===== src/ex_defs.svh =====
`ifndef EX_DEFS_SVH
`define EX_DEFS_SVH

// datapath width
`define XLEN 32

// physical register tag width, tag zero means no destination
`define TAG_BITS 6

// multiplier pipeline, stages times bits per stage covers XLEN
`define MULT_STAGES 4
`define MULT_WIDTH 8

// completion queue entries, power of two
`define CQ_DEPTH 8

`endif


===== src/ex_pkg.sv =====
`default_nettype none

package ex_pkg;

	//////////////////////////////
	// issue steering
	//////////////////////////////

	typedef enum logic [1:0] {
		UNIT_ALU    = 2'd0,
		UNIT_MULT   = 2'd1,
		UNIT_BRANCH = 2'd2
	} unit_e;

	typedef enum logic [3:0] {
		ALU_ADD  = 4'd0,
		ALU_SUB  = 4'd1,
		ALU_AND  = 4'd2,
		ALU_SLT  = 4'd3,
		ALU_SLTU = 4'd4,
		ALU_OR   = 4'd5,
		ALU_XOR  = 4'd6,
		ALU_SRL  = 4'd7,
		ALU_SLL  = 4'd8,
		ALU_SRA  = 4'd9
	} alu_func_e;

	// funct3 encodings of the conditional branches
	typedef enum logic [2:0] {
		BR_EQ  = 3'b000,
		BR_NE  = 3'b001,
		BR_LT  = 3'b100,
		BR_GE  = 3'b101,
		BR_LTU = 3'b110,
		BR_GEU = 3'b111
	} br_func_e;

	//////////////////////////////
	// operand selects
	//////////////////////////////

	typedef enum logic [1:0] {
		OPA_RS1  = 2'd0,
		OPA_PC   = 2'd1,
		OPA_ZERO = 2'd2
	} opa_sel_e;

	typedef enum logic {
		OPB_RS2 = 1'b0,
		OPB_IMM = 1'b1
	} opb_sel_e;

endpackage

`default_nettype wire


===== src/ex_alu.sv =====
`timescale 1ns/10ps
`default_nettype none

`include "ex_defs.svh"

module ex_alu (
	input  logic [`XLEN-1:0]       opa,
	input  logic [`XLEN-1:0]       opb,
	input  ex_pkg::alu_func_e      func,
	output logic [`XLEN-1:0]       result
);

	localparam int SHAMT_BITS = $clog2(`XLEN);

	logic signed [`XLEN-1:0] opa_s;
	logic signed [`XLEN-1:0] opb_s;
	logic [SHAMT_BITS-1:0]   shamt;
	logic                    lt_signed;
	logic                    lt_unsigned;

	assign opa_s = opa;
	assign opb_s = opb;

	// shift amount from the low bits of opb only
	assign shamt = opb[SHAMT_BITS-1:0];

	assign lt_signed   = opa_s < opb_s;
	assign lt_unsigned = opa < opb;

	always_comb begin
		case (func)
			ex_pkg::ALU_ADD:
				result = opa + opb;
			ex_pkg::ALU_SUB:
				result = opa - opb;
			ex_pkg::ALU_AND:
				result = opa & opb;
			ex_pkg::ALU_OR:
				result = opa | opb;
			ex_pkg::ALU_XOR:
				result = opa ^ opb;
			ex_pkg::ALU_SLT:
				result = {{(`XLEN-1){1'b0}}, lt_signed};
			ex_pkg::ALU_SLTU:
				result = {{(`XLEN-1){1'b0}}, lt_unsigned};
			ex_pkg::ALU_SLL:
				result = opa << shamt;
			ex_pkg::ALU_SRL:
				result = opa >> shamt;
			// sign fill from opa
			ex_pkg::ALU_SRA:
				result = opa_s >>> shamt;
			default:
				result = '0;
		endcase
	end

endmodule

`default_nettype wire


===== src/ex_branch.sv =====
`timescale 1ns/10ps
`default_nettype none

`include "ex_defs.svh"

module ex_branch (
	input  logic               clock,
	input  logic               reset,
	input  logic               start,
	input  ex_pkg::br_func_e   func,
	input  logic               uncond,
	input  logic [`XLEN-1:0]   rs1,
	input  logic [`XLEN-1:0]   rs2,
	input  logic [`XLEN-1:0]   pc,
	input  logic [`XLEN-1:0]   imm,
	output logic               branch_valid,
	output logic               take_branch,
	output logic [`XLEN-1:0]   branch_target
);

	logic signed [`XLEN-1:0] rs1_s;
	logic signed [`XLEN-1:0] rs2_s;
	logic                    cond;

	assign rs1_s = rs1;
	assign rs2_s = rs2;

	always_comb begin
		case (func)
			ex_pkg::BR_EQ:  cond = rs1 == rs2;
			ex_pkg::BR_NE:  cond = rs1 != rs2;
			ex_pkg::BR_LT:  cond = rs1_s < rs2_s;
			ex_pkg::BR_GE:  cond = rs1_s >= rs2_s;
			ex_pkg::BR_LTU: cond = rs1 < rs2;
			ex_pkg::BR_GEU: cond = rs1 >= rs2;
			default:        cond = 1'b0;
		endcase
	end

	always_ff @(posedge clock) begin
		if (reset) begin
			branch_valid <= 1'b0;
			take_branch  <= 1'b0;
		end else begin
			branch_valid <= start;
			take_branch  <= start & (uncond | cond);
		end
	end

	// target only means something while branch_valid is high
	always_ff @(posedge clock) begin
		branch_target <= pc + imm;
	end

endmodule

`default_nettype wire


===== src/ex_complete_queue.sv =====
`timescale 1ns/10ps
`default_nettype none

`include "ex_defs.svh"

module ex_complete_queue (
	input  logic                 clock,
	input  logic                 reset,
	input  logic                 wr_a_valid,
	input  logic [`TAG_BITS-1:0] wr_a_tag,
	input  logic [`XLEN-1:0]     wr_a_data,
	input  logic                 wr_b_valid,
	input  logic [`TAG_BITS-1:0] wr_b_tag,
	input  logic [`XLEN-1:0]     wr_b_data,
	output logic                 rd_valid,
	output logic [`TAG_BITS-1:0] rd_tag,
	output logic [`XLEN-1:0]     rd_data
);

	localparam int PTR_BITS = $clog2(`CQ_DEPTH);
	localparam int CNT_BITS = PTR_BITS + 1;

	logic [`TAG_BITS-1:0] tag_mem  [`CQ_DEPTH];
	logic [`XLEN-1:0]     data_mem [`CQ_DEPTH];

	logic [PTR_BITS-1:0]  head;
	logic [PTR_BITS-1:0]  tail;
	logic [CNT_BITS-1:0]  count;
	logic [PTR_BITS-1:0]  wr_b_ptr;
	logic                 pop;

	// B slides into A's slot when A is idle
	assign wr_b_ptr = tail + PTR_BITS'(wr_a_valid);

	// no ready on the read side, the head leaves every cycle
	assign pop = count != '0;

	always_ff @(posedge clock) begin
		if (wr_a_valid) begin
			tag_mem[tail]  <= wr_a_tag;
			data_mem[tail] <= wr_a_data;
		end
		if (wr_b_valid) begin
			tag_mem[wr_b_ptr]  <= wr_b_tag;
			data_mem[wr_b_ptr] <= wr_b_data;
		end
	end

	always_ff @(posedge clock) begin
		if (reset) begin
			head  <= '0;
			tail  <= '0;
			count <= '0;
		end else begin
			head  <= head + PTR_BITS'(pop);
			tail  <= tail + PTR_BITS'(wr_a_valid) + PTR_BITS'(wr_b_valid);
			count <= count + CNT_BITS'(wr_a_valid) + CNT_BITS'(wr_b_valid)
				- CNT_BITS'(pop);
		end
	end

	assign rd_valid = pop;
	assign rd_tag   = tag_mem[head];
	assign rd_data  = data_mem[head];

	// sizing against multiplier depth keeps this from filling up
	a_no_overflow: assert property (@(posedge clock) disable iff (reset)
		count <= CNT_BITS'(`CQ_DEPTH));

endmodule

`default_nettype wire


===== src/ex_issue_ctrl.sv =====
`timescale 1ns/10ps
`default_nettype none

`include "ex_defs.svh"

module ex_issue_ctrl (
	input  logic                 clock,
	input  logic                 reset,
	input  logic                 issue_valid,
	input  ex_pkg::unit_e        issue_unit,
	input  ex_pkg::opa_sel_e     issue_opa_sel,
	input  ex_pkg::opb_sel_e     issue_opb_sel,
	input  logic [`XLEN-1:0]     issue_pc,
	input  logic [`XLEN-1:0]     issue_rs1,
	input  logic [`XLEN-1:0]     issue_rs2,
	input  logic [`XLEN-1:0]     issue_imm,
	input  logic [`TAG_BITS-1:0] issue_tag,
	output logic [`XLEN-1:0]     alu_opa,
	output logic [`XLEN-1:0]     alu_opb,
	input  logic [`XLEN-1:0]     alu_result,
	output logic                 mult_start,
	output logic                 branch_start,
	input  logic                 mult_done,
	input  logic [`TAG_BITS-1:0] mult_tag,
	input  logic [`XLEN-1:0]     mult_product,
	output logic                 wr_a_valid,
	output logic [`TAG_BITS-1:0] wr_a_tag,
	output logic [`XLEN-1:0]     wr_a_data,
	output logic                 wr_b_valid,
	output logic [`TAG_BITS-1:0] wr_b_tag,
	output logic [`XLEN-1:0]     wr_b_data
);

	logic alu_start;

	//////////////////////////////
	// steering
	//////////////////////////////

	assign alu_start    = issue_valid && (issue_unit == ex_pkg::UNIT_ALU);
	assign mult_start   = issue_valid && (issue_unit == ex_pkg::UNIT_MULT);
	assign branch_start = issue_valid && (issue_unit == ex_pkg::UNIT_BRANCH);

	always_comb begin
		case (issue_opa_sel)
			ex_pkg::OPA_RS1: alu_opa = issue_rs1;
			ex_pkg::OPA_PC:  alu_opa = issue_pc;
			default:         alu_opa = '0;
		endcase
	end

	assign alu_opb = (issue_opb_sel == ex_pkg::OPB_IMM) ? issue_imm : issue_rs2;

	//////////////////////////////
	// completion merge
	//////////////////////////////

	// finishing multiply gets the earlier queue slot
	assign wr_a_valid = mult_done && (mult_tag != '0);
	assign wr_a_tag   = mult_tag;
	assign wr_a_data  = mult_product;

	assign wr_b_valid = alu_start && (issue_tag != '0);
	assign wr_b_tag   = issue_tag;
	assign wr_b_data  = alu_result;

	a_unit_legal: assert property (@(posedge clock) disable iff (reset)
		issue_valid |-> issue_unit inside {ex_pkg::UNIT_ALU, ex_pkg::UNIT_MULT,
			ex_pkg::UNIT_BRANCH});

endmodule

`default_nettype wire


===== src/ex_mult.sv =====
`timescale 1ns/10ps
`default_nettype none

`include "ex_defs.svh"

module ex_mult (
	input  logic                 clock,
	input  logic                 reset,
	input  logic                 start,
	input  logic [`XLEN-1:0]     mcand,
	input  logic [`XLEN-1:0]     mplier,
	input  logic [`TAG_BITS-1:0] tag_in,
	output logic [`XLEN-1:0]     product,
	output logic [`TAG_BITS-1:0] tag_out,
	output logic                 done
);

	// stage registers, operands are not needed after the last stage
	logic [`XLEN-1:0]     prod_q   [`MULT_STAGES];
	logic [`XLEN-1:0]     mcand_q  [`MULT_STAGES-1];
	logic [`XLEN-1:0]     mplier_q [`MULT_STAGES-1];
	logic [`TAG_BITS-1:0] tag_q    [`MULT_STAGES];
	logic                 done_q   [`MULT_STAGES];

	for (genvar i = 0; i < `MULT_STAGES; i++) begin : g_stage
		logic [`XLEN-1:0]     prod_in;
		logic [`XLEN-1:0]     mcand_in;
		logic [`XLEN-1:0]     mplier_in;
		logic [`TAG_BITS-1:0] tag_s;
		logic                 start_s;
		logic [`XLEN-1:0]     partial;

		if (i == 0) begin : g_first
			assign prod_in   = '0;
			assign mcand_in  = mcand;
			assign mplier_in = mplier;
			assign tag_s     = tag_in;
			assign start_s   = start;
		end else begin : g_next
			assign prod_in   = prod_q[i-1];
			assign mcand_in  = mcand_q[i-1];
			assign mplier_in = mplier_q[i-1];
			assign tag_s     = tag_q[i-1];
			assign start_s   = done_q[i-1];
		end

		// one multiplier digit times the shifted multiplicand
		assign partial = mcand_in * mplier_in[`MULT_WIDTH-1:0];

		always_ff @(posedge clock) begin
			prod_q[i] <= prod_in + partial;
		end

		if (i < `MULT_STAGES-1) begin : g_shift
			always_ff @(posedge clock) begin
				mcand_q[i]  <= mcand_in << `MULT_WIDTH;
				mplier_q[i] <= mplier_in >> `MULT_WIDTH;
			end
		end

		always_ff @(posedge clock) begin
			if (reset) begin
				done_q[i] <= 1'b0;
				tag_q[i]  <= '0;
			end else begin
				done_q[i] <= start_s;
				tag_q[i]  <= tag_s;
			end
		end
	end

	assign product = prod_q[`MULT_STAGES-1];
	assign tag_out = tag_q[`MULT_STAGES-1];
	assign done    = done_q[`MULT_STAGES-1];

	a_done_after_start: assert property (@(posedge clock) disable iff (reset)
		start |-> ##(`MULT_STAGES) done);
	a_done_has_start: assert property (@(posedge clock) disable iff (reset)
		done |-> $past(start, `MULT_STAGES));

endmodule

`default_nettype wire


===== src/ex_stage.sv =====
`timescale 1ns/10ps
`default_nettype none

`include "ex_defs.svh"

module ex_stage (
	input  logic                 clock,
	input  logic                 reset,
	input  logic                 issue_valid,
	input  ex_pkg::unit_e        issue_unit,
	input  ex_pkg::alu_func_e    issue_alu_func,
	input  ex_pkg::br_func_e     issue_br_func,
	input  ex_pkg::opa_sel_e     issue_opa_sel,
	input  ex_pkg::opb_sel_e     issue_opb_sel,
	input  logic                 issue_uncond,
	input  logic [`XLEN-1:0]     issue_pc,
	input  logic [`XLEN-1:0]     issue_rs1,
	input  logic [`XLEN-1:0]     issue_rs2,
	input  logic [`XLEN-1:0]     issue_imm,
	input  logic [`TAG_BITS-1:0] issue_tag,
	output logic                 complete_valid,
	output logic [`TAG_BITS-1:0] complete_tag,
	output logic [`XLEN-1:0]     complete_result,
	output logic                 branch_valid,
	output logic                 take_branch,
	output logic [`XLEN-1:0]     branch_target
);

	logic [`XLEN-1:0]     alu_opa;
	logic [`XLEN-1:0]     alu_opb;
	logic [`XLEN-1:0]     alu_result;
	logic                 mult_start;
	logic                 branch_start;
	logic                 mult_done;
	logic [`TAG_BITS-1:0] mult_tag;
	logic [`XLEN-1:0]     mult_product;
	logic                 wr_a_valid;
	logic [`TAG_BITS-1:0] wr_a_tag;
	logic [`XLEN-1:0]     wr_a_data;
	logic                 wr_b_valid;
	logic [`TAG_BITS-1:0] wr_b_tag;
	logic [`XLEN-1:0]     wr_b_data;

	ex_issue_ctrl issue_ctrl_i (
		.clock, .reset, .issue_valid, .issue_unit, .issue_opa_sel, .issue_opb_sel,
		.issue_pc, .issue_rs1, .issue_rs2, .issue_imm, .issue_tag,
		.alu_opa, .alu_opb, .alu_result, .mult_start, .branch_start,
		.mult_done, .mult_tag, .mult_product,
		.wr_a_valid, .wr_a_tag, .wr_a_data, .wr_b_valid, .wr_b_tag, .wr_b_data
	);

	ex_alu alu_i (.opa(alu_opa), .opb(alu_opb), .func(issue_alu_func), .result(alu_result));

	// operands come straight from issue, only the strobe is steered
	ex_mult mult_i (
		.clock, .reset, .start(mult_start), .mcand(issue_rs1), .mplier(issue_rs2),
		.tag_in(issue_tag), .product(mult_product), .tag_out(mult_tag), .done(mult_done)
	);

	ex_branch branch_i (
		.clock, .reset, .start(branch_start), .func(issue_br_func), .uncond(issue_uncond),
		.rs1(issue_rs1), .rs2(issue_rs2), .pc(issue_pc), .imm(issue_imm),
		.branch_valid, .take_branch, .branch_target
	);

	ex_complete_queue complete_queue_i (
		.clock, .reset, .wr_a_valid, .wr_a_tag, .wr_a_data, .wr_b_valid, .wr_b_tag, .wr_b_data,
		.rd_valid(complete_valid), .rd_tag(complete_tag), .rd_data(complete_result)
	);

endmodule

`default_nettype wire


===== config.mk =====
export PLATFORM = sky130hd
export DESIGN_NAME = ex_stage
export DESIGN_NICKNAME = d
export VERILOG_FILES = /design/src/ex_pkg.sv /design/src/ex_alu.sv /design/src/ex_branch.sv /design/src/ex_complete_queue.sv /design/src/ex_issue_ctrl.sv /design/src/ex_mult.sv /design/src/ex_stage.sv
export VERILOG_INCLUDE_DIRS = /design/src
export SDC_FILE = /design/constraint.sdc
export NUM_CORES = 2
export LEC_CHECK = 0
export BUFFER_PORTS_ARGS = -buffer_cell sky130_fd_sc_hd__buf_2
export CORE_MARGIN = 3
export CORE_UTILIZATION = 50
export DETAILED_ROUTE_END_ITERATION = 7
export PLACE_DENSITY = 0.79
export SLEW_MARGIN = 25
export SYNTH_ARGS = -nofsm -noshare
export SYNTH_HDL_FRONTEND = slang
export SYNTH_SLANG_ARGS = --single-unit

===== constraint.sdc =====
create_clock -name clock -period 10 [get_ports clock]
set_input_delay 2 -clock clock [delete_from_list [all_inputs] [get_ports clock]]
set_output_delay 2 -clock clock [all_outputs]
set_load 0.1 [all_outputs]

### After elaboration in Yosys (flattened, before gate mapping)

Memory sizes are Yosys's and may differ from the RTL's. A register that Yosys moved wholly into a read port is not among the register bits.
Cells that the tools add are included.
Widths: inputs -> output; s select.

| word-level totals | value |
|---|---|
| flip-flop bits (word level) | 44 |
| bits in writable memories | 604 |
| logic and storage cells | 103 |
| memories kept | 7 |

| cells by class | value |
|---|---|
| $add $sub $neg | 12 |
| $mul | 4 |
| order comparisons | 6 |
| equal/unequal tests | 19 |
| shifts and indexed selects | 3 |
| multiplexer cells | 21 |
| bitwise operators | 13 |
| reduce and logical (&&, ||, !) cells | 12 |

Memory list:

| memory | words | bits a word | rd ports | clocked after memory_dff | wr ports | line | source |
|---|---|---|---|---|---|---|---|
| complete_queue_i.data_mem | 8 | 32 | 1 | 1 | 2 | ex_complete_queue.sv:24 | `` logic [`XLEN-1:0] data_mem [`CQ_DEPTH]; `` |
| mult_i.prod_q | 4 | 32 | 4 | 0 | 4 | ex_mult.sv:19 | `` logic [`XLEN-1:0] prod_q [`MULT_STAGES]; `` |
| mult_i.mcand_q | 3 | 24 | 3 | 0 | 3 | ex_mult.sv:20 | `` logic [`XLEN-1:0] mcand_q [`MULT_STAGES-1]; `` |
| mult_i.mplier_q | 3 | 24 | 3 | 0 | 3 | ex_mult.sv:21 | `` logic [`XLEN-1:0] mplier_q [`MULT_STAGES-1]; `` |
| complete_queue_i.tag_mem | 8 | 6 | 1 | 1 | 2 | ex_complete_queue.sv:23 | `` logic [`TAG_BITS-1:0] tag_mem [`CQ_DEPTH]; `` |
| mult_i.tag_q | 4 | 6 | 4 | 0 | 4 | ex_mult.sv:22 | `` logic [`TAG_BITS-1:0] tag_q [`MULT_STAGES]; `` |
| +1 memories | - | - | - | - | - | - |  |

Operators by type and width:

| kind | count |
|---|---|
| $pmux 32 s10 | 1 |
| $add 32x32->32 | 5 |
| $lt 32x32->1 | 4 |
| $mul 32x8->32 | 4 |
| $ge 32x32->1 | 2 |
| $pmux 32 s2 | 1 |
| $and 32x32->32 | 1 |
| $eq 32x32->1 | 1 |
| $mux 32 | 1 |
| $ne 32x32->1 | 1 |
| $or 32x32->32 | 1 |
| $shl 32x5->32 | 1 |
| $shr 32x5->32 | 1 |
| $sshr 32x5->32 | 1 |
| $sub 32x32->32 | 1 |
| $xor 32x32->32 | 1 |
| $mux 6 | 4 |
| $eq 4x3->1 const B | 4 |
| $eq 3x3->1 const B | 4 |
| $reduce_bool 6->1 | 2 |
| $mux 1 | 11 |
| $add 3x1->3 | 3 |
| $or 1x1->1 | 9 |
| $add 4x1->4 | 2 |
| other kinds (15) | 24 |

### Longest topological paths before layout

An unclocked memory read counts as a cell.

| logic depth | value |
|---|---|
| depth after elaboration | 6 |
| gate-level depth with buffers | 22 |
| gate-level depth less buffers | 21 |

### Hierarchy

From an unflattened synthesis, not the netlist that was laid out.

| second synthesis, totals | value |
|---|---|
| cells, all modules | 4869 |
| area, all modules | 50521.0 um^2 |

By module, submodules not included:

| module | instances | cells an instance | area each (um^2) | sequential area each (um^2) |
|---|---|---|---|---|
| ex_mult | 1 | 2155 | 21302.9 | 5044.8 |
| ex_complete_queue | 1 | 853 | 15630.0 | 9328.9 |
| ex_alu | 1 | 1285 | 8886.0 | 0.0 |
| ex_branch | 1 | 385 | 3211.8 | 680.7 |
| ex_issue_ctrl | 1 | 191 | 1490.2 | 0.0 |

### Worst setup path after synthesis

Ideal clock, no wire load.

| path | value |
|---|---|
| path type | input -> register |
| start | in issue_rs2[2] |
| end | mem mult_i.prod_q[0][26] (netlist bit) |
| arrival | 6656 ps |
| path slack | 3272 ps |
| stages on the path | 21 |
| path buffers | 2 |
| cell sequence | clkbuf_1 -> clkbuf_1 -> nand2_1 -> fa_1 -> fa_1 -> inv_1 -> fa_1 -> inv_1 -> fa_1 -> inv_1 -> ha_1 -> nor3_1 -> nor2_1 -> a31oi_1 -> o21ai_0 -> a2111oi_0 -> o21ai_0 -> nand3_1 -> nand2b_1 -> a21boi_0 -> xnor2_1 |

RTL lines:

| element | line | source |
|---|---|---|
| start: declaration | ex_stage.sv:18 | `` input logic [`XLEN-1:0] issue_rs2, `` |
| end: declaration | ex_mult.sv:19 |  |

==> flow_metrics.env <==
export IMPL_dp_hpwl_um=117000
export IMPL_ys_seq_elements=600
export IMPL_post_cts_buffers=0
export IMPL_max_slew_margin_rel=0.249
export IMPL_nets=5938
export IMPL_skew_ns=0.0276
export IMPL_cap_violations=0
export IMPL_cts_hold_buf=0
export IMPL_finalHoldViolations=0
export IMPL_die_y_um=319
export IMPL_drive_gt1_frac=0.143
export IMPL_cp_max_fo=32
export IMPL_p_total_mw=14.9
export IMPL_yosysWarnings=0
export IMPL_nFillCells=8225
export IMPL_cts_sinks=600
export IMPL_placed_cells=6317
export IMPL_final_antenna_net_count=0
export IMPL_required_ns=10.49
export IMPL_cpMaxStageDelayCell="o311ai_0"
export IMPL_rows=114
export IMPL_rsz0062_at_grt="false"
export IMPL_final_cells=6447
export IMPL_grt_max_degree=66
export IMPL_arrival_ns=7.50
export IMPL_initial_utilization=0.505
export IMPL_synth_nets=5845
export IMPL_period_needed_ns=7.01
export IMPL_grt_pass1_vias=39400
export IMPL_wl_um=158000
export IMPL_cp_start_kind="primary input"
export IMPL_cts_tree="yes"
export IMPL_core_um2=97000
export IMPL_synth_distinct_cells=88
export IMPL_drc_errors=0
export IMPL_crit_start="issue_rs2[2]"
export IMPL_yosysSeqAreaShare=0.307
export IMPL_cts_buffers=69
export IMPL_firstDrtPassIters=7
export IMPL_place_ws_ns=2.46
export IMPL_worst_path_largest_cell_delay_ns=0.70
export IMPL_hold_slack_ns=0.317
export IMPL_port_buffers=222
export IMPL_hold_path_class="flop to flop"
export IMPL_worstPathCellList="buf_2, nand2_1, fa_1, fa_1, inv_1, fa_1, inv_1, fa_1, inv_1, ha_1, a21boi_0, o21ai_0, o311ai_0, nand4_1, a31oi_1, a221o_1, a21oi_1, xnor2_1"
export IMPL_grt_overflow_total=0
export IMPL_synth_ff_type="edfxtp_1"
export IMPL_path_class="primary input to flop"
export IMPL_ios=223
export IMPL_avgSynthCellArea_um2=9.76
export IMPL_die_width_um=319
export IMPL_synth_edff_count=304
export IMPL_synth_cell_area_um2=49000
export IMPL_wl_per_cell_um=24.6
export IMPL_cts_max_path_buffers=3
export IMPL_clock_root_buffer="clkbuf_16"
export IMPL_routabilityCongestion=1.10
export IMPL_worstHoldStart="mult_i.prod_q[2][1]"
export IMPL_crit_path_end_kind="flop"
export IMPL_outcome="completed"
export IMPL_grt_usage=0.308
export IMPL_dr_first_iter_drc_count=4563
export IMPL_antenna_found_initial=6
export IMPL_fp_dieArea_um2=102000
export IMPL_htree_levels=3
export IMPL_clkSlewWorstSetupHoldPaths_ns=0.06
export IMPL_cts_resized_gates=0
export IMPL_fin_crit_sh=0.701
export IMPL_max_freq_mhz=143
export IMPL_crit_path_frequent_cell="fa_1"
export IMPL_final_core_util=0.552
export IMPL_setup_tns_ns=0
export IMPL_slew_violations=0
export IMPL_synthToLayoutAreaGrowth_pct=9.34
export IMPL_place_area_um2=51400
export IMPL_synth_cells=5019
export IMPL_grt_pass1_wl_um=240000
export IMPL_final_area_um2=53600
export IMPL_async_flop_share=0
export IMPL_vias_per_cell=6.11
export IMPL_vias=39400
export IMPL_final_setup_viol_count=0
export IMPL_p_per_area_nw_per_um2=279
export IMPL_max_slew_worst_pin_slew_ns=1.12
export IMPL_clock_latency_ns=0.65
export IMPL_peakVddDrop_v=0.000201
export IMPL_p_leak_nw=23.2
export IMPL_reg2reg_from="mult_i.mplier_q[0][5]"
export IMPL_setup_ws_ns=2.99
logic make-up after synthesis:
kind of cell	Yosys count	synth area share
buf+inv	878	0.0685
xor+xnor	153	0.0273
simple gates	1356	0.133
flops	600	0.307
compound gates	972	0.126
fa+ha+maj	676	0.231
mux	384	0.107
registers in the layout, indices dropped and copies added (netlist names):
signal / count
complete_queue_i.head: 3
mult_i.mplier_q: 48
mult_i.done_q: 4
complete_queue_i.count: 4
branch_i.branch_valid: 1
mult_i.tag_q: 24
complete_queue_i.tag_mem: 48
branch_i.branch_target: 32
mult_i.prod_q: 128
complete_queue_i.data_mem: 256
complete_queue_i.tail: 3
mult_i.mcand_q: 48
branch_i.take_branch: 1
final timing paths:
check	endpoint	slack, ns	cells past startpoint
max	mult_i.prod_q[0][31]	2.99	18
min	mult_i.prod_q[3][1]	0.32	0
max reg2reg	mult_i.prod_q[1][29]	4.31	18
min reg2reg	mult_i.prod_q[3][1]	0.32	0
power by group:
part	internal (mW)	leakage [nW]	switching, mW
clock network	1.40	1.06	1.09
logic	3.60	16.9	5.33
registers	3.17	5.26	0.349
total	8.16	23.2	6.77
critical path: cells and delay by family:
family                     cells  cell delay (ns)
adders and majority gates      5             2.35
AOI/OAI and AO/OA              6             1.85
buffers and inverters          4             0.70
and+or+nand+nor                2             0.44
xor gates and xnor gates       1             0.13
final cells by class:
class                   instances  area, um^2  share of cell area
clock buffers                  88        1830              0.0341
repair buffers                282        1560              0.0291
diodes                          5        12.5            0.000234
multi-input cells            3541       30800               0.575
flip-flops and latches        600       15100               0.281
well taps                    1276        1600              0.0298
clock inverters                37         367             0.00684
inverters                     618        2320              0.0433
cells in the mapped netlist (7+ instances only):
cell type    n  area, um^2
a2111oi_0    8        70.1
a211o_1      9        78.8
a211oi_1    18         135
a21o_1      67         503
a21oi_1    256        1280
a221o_1     15         150
a221oi_1    31         272
a22oi_1     22         165
a311oi_1     7        61.3
a31oi_1     21         131
and2_1     315        1970
and3_1      14        87.6
buf_1       36         135
buf_2       16        80.1
clkbuf_1   201         754
dfxtp_1    296        5930
edfxtp_1   304        9130
fa_1       383        7670
ha_1       293        3670
inv_1      614        2300
mux2_2     209        2350
mux2i_1     85         851
mux4_2      89        2000
nand2_1    432        1620
nand2b_1    24         150
nand3_1     51         255
nand4_1     16         100
nor2_1     327        1230
nor2b_1     55         344
nor3_1      62         310
nor4_1      17         106
o211ai_1    48         360
o21a_1      26         195
o21ai_0    243        1220
o21ai_1     51         255
o21bai_1    23         173
o221ai_1    12         105
o22ai_1     15        93.8
o31ai_1     17         128
or2_2        7        43.8
or3_1       10        62.6
xnor2_1    125        1090
xor2_1      28         245
placed cells by master (no fill, tap or decap), types with 13 or more instances in the layout:
master / count
inv_1: 613
nand2_1: 430
fa_1: 383
nor2_1: 325
and2_1: 315
edfxtp_1: 304
ha_1: 293
dfxtp_1: 293
a21oi_1: 256
o21ai_0: 240
buf_2: 222
mux2_2: 209
xnor2_1: 125
mux4_2: 89
mux2i_1: 83
clkbuf_16: 69
a21o_1: 67
nor3_1: 60
buf_4: 60
nor2b_1: 55
o21ai_1: 52
nand3_1: 49
o211ai_1: 48
a221oi_1: 31
xor2_1: 28
o21a_1: 25
nand2b_1: 24
a22oi_1: 22
a31oi_1: 21
o21bai_1: 21
a211oi_1: 17
nor4_1: 16
nand4_1: 16
clkbuf_1: 16
o31ai_1: 15
a221o_1: 15
and3_1: 14
o22ai_1: 13
routing by layer:
metal	up-vias	GRT usage	part of all wire
met5	-	0	0.00017
met4	4	0.152	0.058
met3	468	0.0630	0.10
met2	2308	0.471	0.43
met1	19300	0.419	0.40
li1	17300	-	-
No activity file was read; power rests on OpenSTA's default activity.
